`src/source/soc_bus_pkg.sv`:
```
`default_nettype none

package soc_bus_pkg;

    // bus widths, word addressed
    localparam int WB_ADDR_W = 30;
    localparam int WB_DATA_W = 32;

    // master to slave
    typedef struct packed {
        logic                 cyc;
        logic                 stb;
        logic                 we;
        logic [WB_ADDR_W-1:0] addr;
        logic [WB_DATA_W-1:0] data;
        logic [3:0]           sel;
    } wb_req_t;

    // slave to master
    typedef struct packed {
        logic                 ack;
        logic                 stall;
        logic                 err;
        logic [WB_DATA_W-1:0] data;
    } wb_rsp_t;

    // 8 MB regions picked by the top word-address bits
    localparam int REGION_MSB = 29;
    localparam int REGION_LSB = 21;
    localparam logic [REGION_MSB-REGION_LSB:0] REGION_RAM  = 9'd0;
    localparam logic [REGION_MSB-REGION_LSB:0] REGION_INFO = 9'd1;

    // single word, byte address 0x0100_0004
    localparam logic [WB_ADDR_W-1:0] SWLED_WORD = 30'h400001;

    localparam logic [WB_DATA_W-1:0] INFO_ID_VALUE = 32'h20191028;

    // word offsets in the info block, from addr[3:0]
    localparam logic [3:0] INFO_OFS_ID      = 4'h0;
    localparam logic [3:0] INFO_OFS_SCRATCH = 4'h1;
    localparam logic [3:0] INFO_OFS_ERRADDR = 4'h2;
    localparam logic [3:0] INFO_OFS_POWER   = 4'h3;
    localparam logic [3:0] INFO_OFS_IRQ     = 4'h4;

endpackage

`default_nettype wire

```
`src/source/sys_info_regs.sv`:
```
`timescale 1ns/10ps
`default_nettype none

module sys_info_regs (
    input  logic                              i_clk,
    input  logic                              reset,
    input  soc_bus_pkg::wb_req_t              i_req,
    output soc_bus_pkg::wb_rsp_t              o_rsp,
    input  logic                              i_err_pulse,
    input  logic [soc_bus_pkg::WB_ADDR_W-1:0] i_err_addr,
    output logic                              o_irq
);

    import soc_bus_pkg::*;

    logic [WB_DATA_W-1:0] scratch_q;
    logic [WB_DATA_W-1:0] power_q;
    logic [WB_ADDR_W-1:0] err_addr_q;
    logic                 irq_q;
    logic                 ack_q;
    logic [WB_DATA_W-1:0] rd_data_q;

    always_ff @(posedge i_clk) begin
        if (reset) begin
            scratch_q <= '0;
            irq_q     <= 1'b0;
        end else if (i_req.stb && i_req.we) begin
            case (i_req.addr[3:0])
                INFO_OFS_SCRATCH: scratch_q <= i_req.data;
                INFO_OFS_IRQ:     irq_q     <= i_req.data[0];
                default: begin
                end
            endcase
        end
    end

    // top bit is sticky once reached, lower bits keep wrapping
    always_ff @(posedge i_clk) begin
        if (reset) begin
            power_q <= '0;
        end else begin
            power_q[WB_DATA_W-2:0] <= power_q[WB_DATA_W-2:0] + 1'b1;
            if (&power_q[WB_DATA_W-2:0]) begin
                power_q[WB_DATA_W-1] <= 1'b1;
            end
        end
    end

    always_ff @(posedge i_clk) begin
        if (reset) begin
            err_addr_q <= '0;
        end else if (i_err_pulse) begin
            err_addr_q <= i_err_addr;
        end
    end

    always_ff @(posedge i_clk) begin
        if (reset) begin
            ack_q <= 1'b0;
        end else begin
            ack_q <= i_req.stb;
        end
    end

    always_ff @(posedge i_clk) begin
        case (i_req.addr[3:0])
            INFO_OFS_ID:      rd_data_q <= INFO_ID_VALUE;
            INFO_OFS_SCRATCH: rd_data_q <= scratch_q;
            INFO_OFS_ERRADDR: rd_data_q <= {err_addr_q, 2'b00};
            INFO_OFS_POWER:   rd_data_q <= power_q;
            INFO_OFS_IRQ:     rd_data_q <= {{(WB_DATA_W-1){1'b0}}, irq_q};
            default:          rd_data_q <= '0;
        endcase
    end

    assign o_rsp.ack   = ack_q;
    assign o_rsp.stall = 1'b0;
    assign o_rsp.err   = 1'b0;
    assign o_rsp.data  = rd_data_q;
    assign o_irq       = irq_q;

endmodule

`default_nettype wire

```
`config.mk`:
```
export PLATFORM = sky130hd
export DESIGN_NAME = sys_info_regs
export DESIGN_NICKNAME = d
export VERILOG_FILES = /design/src/source/soc_bus_pkg.sv /design/src/source/sys_info_regs.sv
export SDC_FILE = /design/constraint.sdc
export NUM_CORES = 1
export LEC_CHECK = 0
export ABC_AREA = 0
export CORE_ASPECT_RATIO = 1.25
export CORE_MARGIN = 2
export CORE_UTILIZATION = 40
export CTS_BUF_LIST = sky130_fd_sc_hd__clkbuf_8 sky130_fd_sc_hd__clkbuf_16
export CTS_CLUSTER_SIZE = 28
export DETAILED_ROUTE_END_ITERATION = 6
export DONT_BUFFER_PORTS = 1
export GPL_TIMING_DRIVEN = 0
export SYNTH_ARGS = -nofsm -noshare
export SYNTH_HDL_FRONTEND = slang
export SYNTH_SLANG_ARGS = --single-unit
```
`constraint.sdc`:
```
create_clock -name i_clk -period 4.2 [get_ports i_clk]
set_input_delay 0.21 -clock i_clk [delete_from_list [all_inputs] [get_ports i_clk]]
set_output_delay 0.21 -clock i_clk [all_outputs]
set_load 0.02 [all_outputs]
```
After elaboration in Yosys (flattened, before gate mapping)
Index checks and enable logic that the tools add are counted.

Flip-flop bits (word level): 128. Input bits: 102.

Add/subtract/negate cells: 1. Eq/ne operators: 4. Multiplexer cells: 1. Reductions and logical operators: 5.

Operator list (count): $pmux W32 S5 (1); $add A31 B1 Y31 const B (1); $reduce_and A31 Y1 (1); $eq A4 B2 Y1 const B (2); $eq A4 B1 Y1 const B (1); $eq A4 B3 Y1 const B (1); $logic_not A4 Y1 (1); $reduce_and A2 Y1 (2); $logic_and A1 B1 Y1 (1).

Longest topological paths before layout
Gate-level depths: netlist of the first run.

Word-level depth: 2. Depth in mapped cells: 7. Gate-level depth less buffers: 5.

Least setup slack after synthesis of the first run
Ideal clock, no wire load.

Path type: reg-to-reg. From: register power_q[0]. To: register power_q[28]. Library setup time: 0.070 ns. Arrival time: 1.624 ns. Data required time: 4.130 ns. Path slack: 2.505 ns. Cell stages (with the launch flop): 8. Path buffers: 2. Period minus slack after synthesis: 1.695 ns. Path through: dfxtp_1 -> ha_1 -> and3_1 -> buf_2 -> nand4_4 -> buf_6 -> or4_1 -> a21oi_1.

Cells in the longest elaborated chain, start to end: 1.

Ends and longest elaborated chain: start, declared (RTL line sys_info_regs.sv:17) `logic [WB_DATA_W-1:0] power_q;`; start signal, assigned by index (RTL line sys_info_regs.sv:42) `power_q[WB_DATA_W-2:0] <= power_q[WB_DATA_W-2:0] + 1'b1;`; $add A31 B1 Y31 (RTL line sys_info_regs.sv:42).

Every way passes these cells. A chain may end at the register's enable or synchronous reset.

Worst setup path after layout of the first run
Same ends and word-level chain as after synthesis.

==> implementation parameters, run 1 <==
Parameter                              Value

Status
  Result of the run    complete, no violations

Synthesis
  Yosys top cell by area    sky130_fd_sc_hd__dfxtp_1
  Count of unique library cells instantiated by Yosys    35
  Gate count of the mapped netlist    558
  Proportion of synthesized flip-flops having asynchronous set or reset    0%
  Post-synthesis average cell area    9.20 µm²
  Register bit count reported by yosys    128
  Portion of synthesized cell area occupied by the leading cell type    49.9%
  Netlist area before placement    5130 µm²
  Number of synthesized flops with an enable pin    0
  Cell types occupying the most area after synthesis    sky130_fd_sc_hd__dfxtp_1 50%, sky130_fd_sc_hd__mux2i_1 7.8%, sky130_fd_sc_hd__a21oi_1 5.5%
  YS warnings    0
  Proportion of synthesized chip area in sequential cells    49.9%
  Most used DFF post-synth    sky130_fd_sc_hd__dfxtp_1

Floorplan
  Top-level port count    138
  Initial standard-cell utilization of the core    40.7%
  Standard cell core area    12,600 µm²
  Site row count    46
  Die area    13,800 µm²
  Die Span Y    131 µm
  Die width    105 µm

Clocking
  H-tree levels    4
  PostCTS Resize Cnt    0
  Clock-pin slew on the worst setup and hold paths    60 ps
  Number of buffers inserted by hold repair at cts    63
  Number of post-CTS setup repair buffers    0
  Cts bufs inserted    17
  Sinks on Clock Net    128
  CTS max path bufs    2
  Clock tree from TritonCTS    done
  CTS Root Cell    sky130_fd_sc_hd__clkbuf_16
  Clock latency at the later pin of the worst-skew pair    420 ps

STA
  Worst Clk Skew    14.3 ps
  Unrepaired setup endpoints after global routing    false
  Final period demand of the worst path    1950 ps
  Endpoints failing hold    0
  Transition time of the tightest slew-check pin    798 ps
  Final total negative setup slack    0 ps
  Fraction of the cycle the final worst path needs    46.4%
  Setup violators final    0
  Number of pins with negative max-slew slack in the final report    0
  Worst hold slack    48.0 ps
  Highest attainable clock frequency    0.514 GHz
  Worst-case headroom to the max-slew limit    46.8%

GRT
  Largest net degree at the start of global routing    17
  Wire length of the first global-routing pass    22.0 mm
  Layer carrying the most global-route usage    met2
  Overall fraction of global-route tracks in use    21.2%
  Vias in the first global route    4,281
  Met1 track utilization from global routing    24.6%
  Remaining global-route overflow    0
  Met2 layer usage reported by global route    36.9%
  Met3 layer usage reported by global route    5.36%
  Antenna violations before repair    0

Setup path
  Type of the worst setup path    register to register
  Startpoint type of the worst setup path    register
  Critical path fanouts, max    10
  Required time at the worst-slack endpoint    4550 ps
  Worst Setup End Kind    register
  Arrival time of data at the critical path endpoint    2300 ps

Layout
  Commonest non-fill, non-tap cells in the layout    128 x sky130_fd_sc_hd__dfxtp_1, 74 x sky130_fd_sc_hd__nand2_1, 70 x sky130_fd_sc_hd__nor2_1, 63 x sky130_fd_sc_hd__dlygate4sd3_1, 56 x sky130_fd_sc_hd__a21oi_1
  Layout filler cell count    1,116
  Number of nets in the layout    744
  Share of post-route cells with drive strength above 1    12.2%
  Final instance area    6580 µm²
  Antenna Cells    0
  Most common cell after layout, fill and taps aside    sky130_fd_sc_hd__dfxtp_1
  Synth-to-Final Area Change    28.1%
  Post-layout util    52.2%

Power and ir drop
  Power per standard cell area    441 nW/µm²
  VDD IR-drop max    355 µV
  Leakage power    0.00246 µW

Placed design
  Number of buffer cells added on primary ports    0
  Gp weighted congestion    0.871
  Area post-placement    5350 µm²
  Half-perimeter wire length after placement    10.4 mm

Min path
  Hold crit path type    input pin to register

Route
  Post-DR vias/cell    5.25
  Remaining DRCs    0
  1st-iter DRT viols    238
  Post-DR wirelength/cell    17.6 µm
  Residual antenna-violating net count after detailed routing    0
  Via count    4,317
  Detailed-router iteration count before antenna repair    5
  Sum of routed wire length over all layers    14.5 mm

Run
  Count of maximum capacitance violations    0
[layout make-up]
type / instances / area, µm² / share of cell area (%)
buffer: 44 / 226 / 3.44
tap: 168 / 210 / 3.20
clock buffer: 20 / 467 / 7.09
clock inverter: 12 / 133 / 2.02
sequential: 128 / 2560 / 39.0
timing repair buffer: 63 / 631 / 9.59
inverter: 6 / 22.5 / 0.342
multi-input combinational: 381 / 2330 / 35.4
[synthesized netlist by cell type, types with 7 or more instances]
master,count
sky130_fd_sc_hd__a21oi_1,56
sky130_fd_sc_hd__or3_1,7
sky130_fd_sc_hd__clkbuf_1,21
sky130_fd_sc_hd__mux2_2,23
sky130_fd_sc_hd__nand4_1,9
sky130_fd_sc_hd__nor2_1,70
sky130_fd_sc_hd__or4_1,11
sky130_fd_sc_hd__o31ai_1,10
sky130_fd_sc_hd__mux2i_1,40
sky130_fd_sc_hd__dfxtp_1,128
sky130_fd_sc_hd__a22oi_1,23
sky130_fd_sc_hd__nand2_1,74
sky130_fd_sc_hd__nand3_1,8
sky130_fd_sc_hd__xor2_1,10
sky130_fd_sc_hd__o21ai_0,14
sky130_fd_sc_hd__buf_2,10
[through the flow]
stage | worst slack (ps) | power [µW] | std cells
after detailed placement | 2130 | 1410 | 727
final | 2250 | 2900 | 822
after global routing | 2150 | 2990 | 822
after CTS | 2260 | 2910 | 822
after global placement | 2170 | 1400 | 727
after floorplan | 2510 | 1370 | 559
[path summary, 6_finish.rpt]
| check | startpoint | end | slack, ps | cells after the start |
|---|---|---|---|---|
| setup / recovery | power_q[0]$_SDFF_PP0_ | power_q[28]$_SDFF_PP0_ | 2250 | 7 |
| hold / removal | i_req[66] | o_irq$_SDFFE_PP0P_ | 50 | 3 |
| setup reg to reg | power_q[0]$_SDFF_PP0_ | power_q[28]$_SDFF_PP0_ | 2250 | 7 |
| hold reg to reg | power_q[31]$_SDFFE_PP0P_ | power_q[31]$_SDFFE_PP0P_ | 450 | 2 |
[kinds of logic (layout without fill, tap and decap cells)]
group / Yosys count / count (layout) / synth area share [%]
flops: 128 / 128 / 49.9
compound gates: 103 / 103 / 11.6
simple gates: 199 / 199 / 18.2
mux: 63 / 63 / 12.8
other cells: 1 / 2 / 0.0730
xor+xnor: 13 / 13 / 2.22
fa+ha+maj: 1 / 1 / 0.244
buf+inv: 50 / 145 / 4.85
[layer usage]
layer  part of all wire (%)  vias to the layer above
met4                    2.8                        0
met2                     50                      127
met3                    4.9                       25
li1                       -                     2095
met1                     42                     2070
met5                      0                        -
[registers in the layout (all words and copies together) (netlist names)]
signal and count:
scratch_q 32, o_irq 1, power_q 32, rd_data_q 32, err_addr_q 30, ack_q 1
[where the power goes]
group / switching [µW] / internal [µW]
registers: 22.0 / 1240
logic: 85.1 / 81.4
clock network: 551 / 921
[worst max-delay path, cell delays in order (launching register included)]
cell	delay, ps
sky130_fd_sc_hd__dfxtp_1	400
sky130_fd_sc_hd__ha_1	220
sky130_fd_sc_hd__and3_1	160
sky130_fd_sc_hd__buf_2	200
sky130_fd_sc_hd__nand4_4	170
sky130_fd_sc_hd__buf_6	190
sky130_fd_sc_hd__or4_1	400
sky130_fd_sc_hd__a21oi_1	140
Power figures use the tool's default switching activity.
==> run 2, diff against run 1 <==
--- a/config.mk
+++ b/config.mk
@@ -5,7 +5,7 @@
 export SDC_FILE = /design/constraint.sdc
 export NUM_CORES = 1
 export LEC_CHECK = 0
-export ABC_AREA = 0
+export ABC_AREA = 1
 export CORE_ASPECT_RATIO = 1.25
 export CORE_MARGIN = 2
 export CORE_UTILIZATION = 40
==> constraint.sdc (replaced) <==
create_clock -name i_clk -period 2 [get_ports i_clk]
set_input_delay 0.1 -clock i_clk [delete_from_list [all_inputs] [get_ports i_clk]]
set_output_delay 0.1 -clock i_clk [all_outputs]
set_load 0.02 [all_outputs]
==> implementation parameters, run 2 <==
Parameter                              Value

Status
  Result of the run    complete, no violations

Synthesis
  Count of unique library cells instantiated by Yosys    35
  Portion of synthesized cell area occupied by the leading cell type    48.3%
  Gate count of the mapped netlist    704
  Most instantiated cells after synthesis    171 x sky130_fd_sc_hd__nand2_1, 128 x sky130_fd_sc_hd__dfxtp_1, 116 x sky130_fd_sc_hd__nor2_1, 64 x sky130_fd_sc_hd__nand3_1, 53 x sky130_fd_sc_hd__a21oi_1
  Post-synthesis average cell area    7.54 µm²
  YS warnings    0
  Proportion of synthesized flip-flops having asynchronous set or reset    0%
  Most used standard cell by instance count after synthesis    sky130_fd_sc_hd__nand2_1
  Cell types occupying the most area after synthesis    sky130_fd_sc_hd__dfxtp_1 48%, sky130_fd_sc_hd__nand2_1 12%, sky130_fd_sc_hd__nor2_1 8.2%
  Proportion of synthesized chip area in sequential cells    48.3%
  Number of synthesized flops with an enable pin    0
  Yosys top cell by area    sky130_fd_sc_hd__dfxtp_1
  Most used DFF post-synth    sky130_fd_sc_hd__dfxtp_1
  Netlist area before placement    5310 µm²
  Register bit count reported by yosys    128

Layout
  Top flop regs    power_q x32, rd_data_q x32, scratch_q x32
  Most common cell after layout, fill and taps aside    sky130_fd_sc_hd__nand2_1
  Number of nets in the layout    895
  Commonest non-fill, non-tap cells in the layout    171 x sky130_fd_sc_hd__nand2_1, 128 x sky130_fd_sc_hd__dfxtp_1, 116 x sky130_fd_sc_hd__nor2_1, 68 x sky130_fd_sc_hd__dlygate4sd3_1, 64 x sky130_fd_sc_hd__nand3_1
  Share of post-route cells with drive strength above 1    10.7%
  Synth-to-Final Area Change    28.8%
  Non-filler cells, final    974
  Antenna Cells    0
  Layout filler cell count    1,285

Route
  Via count    4,937
  Post-DR wirelength/cell    16.2 µm
  Sum of met3 wire segment lengths after detailed routing    936 µm
  Post-DR vias/cell    5.07
  Remaining DRCs    0
  1st-iter DRT viols    259
  Wire length on met1    6.44 mm
  Top routing layer in use    met4
  Residual antenna-violating net count after detailed routing    0
  Routed met2 length    8.11 mm
  Sum of routed wire length over all layers    15.8 mm
  Detailed-router iteration count before antenna repair    5

Floorplan
  Top-level port count    138
  Die width    107 µm
  Die area    14,200 µm²
  Initial standard-cell utilization of the core    40.5%
  Site row count    47
  Standard cell core area    13,100 µm²
  Die Span Y    133 µm

Clocking
  CTS max path bufs    2
  CTS Root Cell    sky130_fd_sc_hd__clkbuf_16
  Clock tree from TritonCTS    done
  H-tree levels    4
  Cts bufs inserted    17
  Clock-pin slew on the worst setup and hold paths    60 ps
  PostCTS Resize Cnt    0
  Clock latency at the later pin of the worst-skew pair    420 ps
  Sinks on Clock Net    128

GRT
  Remaining global-route overflow    0
  Vias in the first global route    4,823
  Overall fraction of global-route tracks in use    22.8%
  Wire length of the first global-routing pass    24.8 mm
  Antenna violations before repair    0
  Largest net degree at the start of global routing    17

Setup path
  Critical Path, Cell by Cell    ha_1 > nand2_2 > nor2_4 > nand2_4 > nor2_1 > nand3_1 > nand2_1 > nor2_1
  Startpoint type of the worst setup path    register
  Type of the worst setup path    register to register
  FF-to-FF End    power_q[26]$_SDFF_PP0_
  Most used cell, CP    sky130_fd_sc_hd__nor2_1
  Critical Path Max Stage Delay    360 ps
  Arrival time of data at the critical path endpoint    1740 ps
  Category of cells accounting for the largest share of critical-path delay    simple AND/OR/NAND/NOR gates
  Count of buffering cells on the critical path with inverters included    0
  Register-to-register setup slack    580 ps
  Launch instance of the worst register-to-register path    power_q[1]$_SDFF_PP0_
  Worst Setup End Kind    register
  Length in cells of the worst reg-to-reg path    8
  Slowest-stage cell, CP    sky130_fd_sc_hd__dfxtp_1
  Critical path fanouts, max    4
  Required time at the worst-slack endpoint    2320 ps

STA
  Number of pins with negative max-slew slack in the final report    0
  Setup violators final    0
  Endpoints failing hold    0
  Transition time of the tightest slew-check pin    609 ps
  Unrepaired setup endpoints after global routing    false
  Smallest setup slack after layout    576 ps
  Final period demand of the worst path    1420 ps
  Final total negative setup slack    0 ps
  Worst Clk Skew    8.73 ps
  Worst-case headroom to the max-slew limit    59.4%
  Highest attainable clock frequency    0.702 GHz
  Fraction of the cycle the final worst path needs    71.2%

Placed design
  Cell total after placement    876
  Number of buffer cells added on primary ports    0
  Worst slack at placement    578 ps
  Half-perimeter wire length after placement    11.6 mm
  Gp weighted congestion    0.918

Power and ir drop
  Leakage power    0.00275 µW
  Power per standard cell area    924 nW/µm²
  VDD IR-drop max    450 µV

Min path
  Hold worst-path end    scratch_q[31]$_SDFFE_PP0P_
  Hold-critical path depth    5
  Startpoint of the worst hold path    i_req[37]
  Hold crit path type    input pin to register

Run
  Count of maximum capacitance violations    0
## run 2: cells by family after synthesis
| group | count (synthesis) | synth area share, % |
|---|---|---|
| buffers and inverters | 69 | 5.64 |
| DFF | 128 | 48.3 |
| and+or+nand+nor | 400 | 34.9 |
| xor gates and xnor gates | 2 | 0.330 |
| AOI/OAI and AO/OA | 103 | 10.5 |
| other | 1 | 0.0707 |
| adders and majority gates | 1 | 0.236 |
## run 2: worst max-delay path by stage
stage                     cells after the start                          end  slack [ps]                   from
after floorplan                               8       power_q[20]$_SDFF_PP0_         730  power_q[1]$_SDFF_PP0_
after CTS                                     8       power_q[20]$_SDFF_PP0_         580  power_q[1]$_SDFF_PP0_
final                                         8       power_q[26]$_SDFF_PP0_         580  power_q[1]$_SDFF_PP0_
after detailed placement                      5  err_addr_q[26]$_SDFFE_PP0P_         580                  reset
after global placement                        8       power_q[20]$_SDFF_PP0_         610  power_q[1]$_SDFF_PP0_
after global routing                          8       power_q[10]$_SDFF_PP0_         450  power_q[0]$_SDFF_PP0_
## run 2: report_power, final
part,leakage [µW],internal (µW),switching [µW]
clock network,0.000322,2220,1100
registers,0.00104,2620,47.4
logic,0.00139,150,186
total,0.00275,4990,1330
## run 2: layer usage
layer | global-route usage (%) | vias up
li1 | - | 2448
met4 | 8.23 | 0
met3 | 6.01 | 22
met1 | 27.3 | 2319
met5 | 0 | -
met2 | 39.3 | 148
## run 2: what timing repair did
item / in CTS / in global routing
buffers inserted: 0 / 0
hold buffers: 68 / 0
hold endpoints to repair: 65 / 0
setup endpoints to repair: 0 / 0
## run 2: worst min-delay path: stages
cell and delay (ps):
sky130_fd_sc_hd__nor2_2 30, sky130_fd_sc_hd__nand2_2 60, sky130_fd_sc_hd__inv_4 60, sky130_fd_sc_hd__nand3_1 70, sky130_fd_sc_hd__a21oi_1 70
## run 2: layout make-up
| type | instances | area [µm²] | area share, % |
|---|---|---|---|
| Clock buffer | 22 | 494 | 7.23 |
| Buffer | 37 | 176 | 2.58 |
| Clock inverter | 8 | 136 | 2.00 |
| Multi-Input combinational cell | 508 | 2450 | 35.8 |
| Timing Repair Buffer | 68 | 681 | 9.96 |
| Inverter | 32 | 123 | 1.79 |
| Tap cell | 171 | 214 | 3.13 |
| Sequential cell | 128 | 2560 | 37.5 |
## run 2: stage by stage
stage	area (µm²)	hold WS (ps)	total power (µW)	utilization [%]
floorplan	5310	207	2870	-
global route	6840	29.5	6480	52.1
global placement	5520	210	2930	42.1
finish	6840	18.7	6320	52.1
CTS	6840	18.2	6320	52.1
detailed placement	5520	214	2940	42.1
==> run 3, diff against run 2 <==
==> constraint.sdc (replaced) <==
create_clock -name i_clk -period 1.5 [get_ports i_clk]
set_input_delay 0.075 -clock i_clk [delete_from_list [all_inputs] [get_ports i_clk]]
set_output_delay 0.075 -clock i_clk [all_outputs]
set_load 0.02 [all_outputs]
==> implementation parameters, run 3 (synthesis results as in run 2) <==
Parameter                              Value

Floorplan
  Die width    107 µm
  Die area    14,200 µm²
  Die Span Y    133 µm
  Initial standard-cell utilization of the core    40.5%
  Standard cell core area    13,100 µm²
  Top-level port count    138
  Site row count    47

STA
  Fraction of the cycle the final worst path needs    94.6%
  Smallest setup slack after layout    81.2 ps
  Worst Clk Skew    9.14 ps
  Transition time of the tightest slew-check pin    593 ps
  Endpoints failing hold    0
  Unrepaired setup endpoints after global routing    false
  Setup violators final    0
  Final total negative setup slack    0 ps
  Worst-case headroom to the max-slew limit    60.5%
  Worst hold slack    16.3 ps
  Highest attainable clock frequency    0.705 GHz
  Number of pins with negative max-slew slack in the final report    0
  Final period demand of the worst path    1420 ps

Setup path
  Arrival time of data at the critical path endpoint    1760 ps
  Type of the worst setup path    input pin to register
  Required time at the worst-slack endpoint    1840 ps
  Critical path fanouts, max    10
  Startpoint type of the worst setup path    input pin
  Worst Setup End Kind    register
  Register-to-register setup slack    110 ps

Clocking
  Clock-pin slew on the worst setup and hold paths    60 ps
  Cts bufs inserted    17
  Sinks on Clock Net    128
  H-tree levels    4
  CTS Root Cell    sky130_fd_sc_hd__clkbuf_16
  Clock tree from TritonCTS    done
  Clock latency at the later pin of the worst-skew pair    420 ps
  CTS max path bufs    2

Layout
  Most common cell after layout, fill and taps aside    sky130_fd_sc_hd__nand2_1
  Top flop regs    power_q x32, rd_data_q x32, scratch_q x32
  Final instance area    6870 µm²
  Layout filler cell count    1,276
  Number of nets in the layout    897
  Commonest non-fill, non-tap cells in the layout    171 x sky130_fd_sc_hd__nand2_1, 125 x sky130_fd_sc_hd__dfxtp_1, 113 x sky130_fd_sc_hd__nor2_1, 70 x sky130_fd_sc_hd__dlygate4sd3_1, 64 x sky130_fd_sc_hd__nand3_1
  Synth-to-Final Area Change    29.5%
  Share of post-route cells with drive strength above 1    11.6%
  Antenna Cells    0

GRT
  Largest net degree at the start of global routing    17
  Remaining global-route overflow    0
  Wire length of the first global-routing pass    24.8 mm
  Antenna violations before repair    0
  Vias in the first global route    4,826
  Overall fraction of global-route tracks in use    22.9%

Placed design
  Worst slack at placement    87.0 ps
  Gp weighted congestion    0.918
  Half-perimeter wire length after placement    11.6 mm
  Area post-placement    5520 µm²
  Number of buffer cells added on primary ports    0

Power and ir drop
  Portion of total power attributed to the clock network    52.4%
  Fraction of power consumed by combinational cells    5.4%
  VDD IR-drop max    596 µV
  Power per standard cell area    1230 nW/µm²
  Post-route total power    8420 µW
  Flop pwr share    42.2%
  Cell Int Power    6650 µW
  Leakage power    0.00275 µW
  Net switching power    1760 µW
  Switching part of the total    20.9%

Run
  Count of maximum capacitance violations    0

Min path
  Hold crit path type    input pin to register

Status
  Result of the run    complete, no violations

Route
  Remaining DRCs    0
  Residual antenna-violating net count after detailed routing    0
  Detailed-router iteration count before antenna repair    5
  Via count    4,970
  Sum of routed wire length over all layers    15.8 mm
  Post-DR wirelength/cell    16.2 µm
  Post-DR vias/cell    5.09
  1st-iter DRT viols    310
[run 3: cell type report]
type                    instances  area [µm²]  share of cell area, %
plain buffers                  37         176                   2.57
clock buffers                  22         494                   7.19
clock inverters                 8         136                   1.99
inverters                      32         123                   1.79
multi-input cells             508        2460                   35.8
flip-flops and latches        128        2570                   37.4
well taps                     171         214                   3.11
repair buffers                 70         701                   10.2
[run 3: metrics by stage]
stage	instances	util (%)
after global routing	976	52.4
after CTS	976	52.3
after detailed placement	876	42.1
final	976	52.4
after global placement	876	42.1
after floorplan	705	-
[run 3: repair_timing]
| action | in CTS | in global routing |
|---|---|---|
| setup endpoints to repair | 0 | 9 |
| buffers inserted | 0 | 0 |
| gates resized for setup | 0 | 7 |
| hold endpoints to repair | 66 | 0 |
| hold buffers | 70 | 0 |
[run 3: worst paths after layout]
kind / end / depth (start not counted) / from
setup reg to reg: power_q[30]$_SDFF_PP0_ / 8 / power_q[1]$_SDFF_PP0_
hold reg to reg: power_q[0]$_SDFF_PP0_ / 1 / power_q[0]$_SDFF_PP0_
setup / recovery: scratch_q[31]$_SDFFE_PP0P_ / 7 / i_req[37]
hold / removal: rd_data_q[1]$_DFF_P_ / 2 / i_req[38]
[run 3: routing by layer]
layer | wire (µm) | up-vias | part of all wire [%] | GRT usage, %
met4 | 289 | 0 | 1.8 | 8.23
met1 | 6440 | 2317 | 41 | 27.3
li1 | - | 2450 | - | -
met2 | 8110 | 176 | 51 | 39.4
met3 | 967 | 27 | 6.1 | 6.01
met5 | 0 | - | 0 | 0
[run 3: critical path: stages]
cell and delay, ps:
sky130_fd_sc_hd__dlygate4sd3_1 570, sky130_fd_sc_hd__nor2_2 130, sky130_fd_sc_hd__nand2_2 70, sky130_fd_sc_hd__inv_4 100
sky130_fd_sc_hd__nand3_1 80, sky130_fd_sc_hd__dlygate4sd3_1 570, sky130_fd_sc_hd__a21oi_1 160
[run 3: power groups by stage]
stage	registers [µW]	clock network [µW]	logic (µW)
finish	3550	4410	452
global route	3560	4590	495
CTS	3550	4430	449
detailed placement	3620	0	302
global placement	3620	0	294
floorplan	3610	0	217
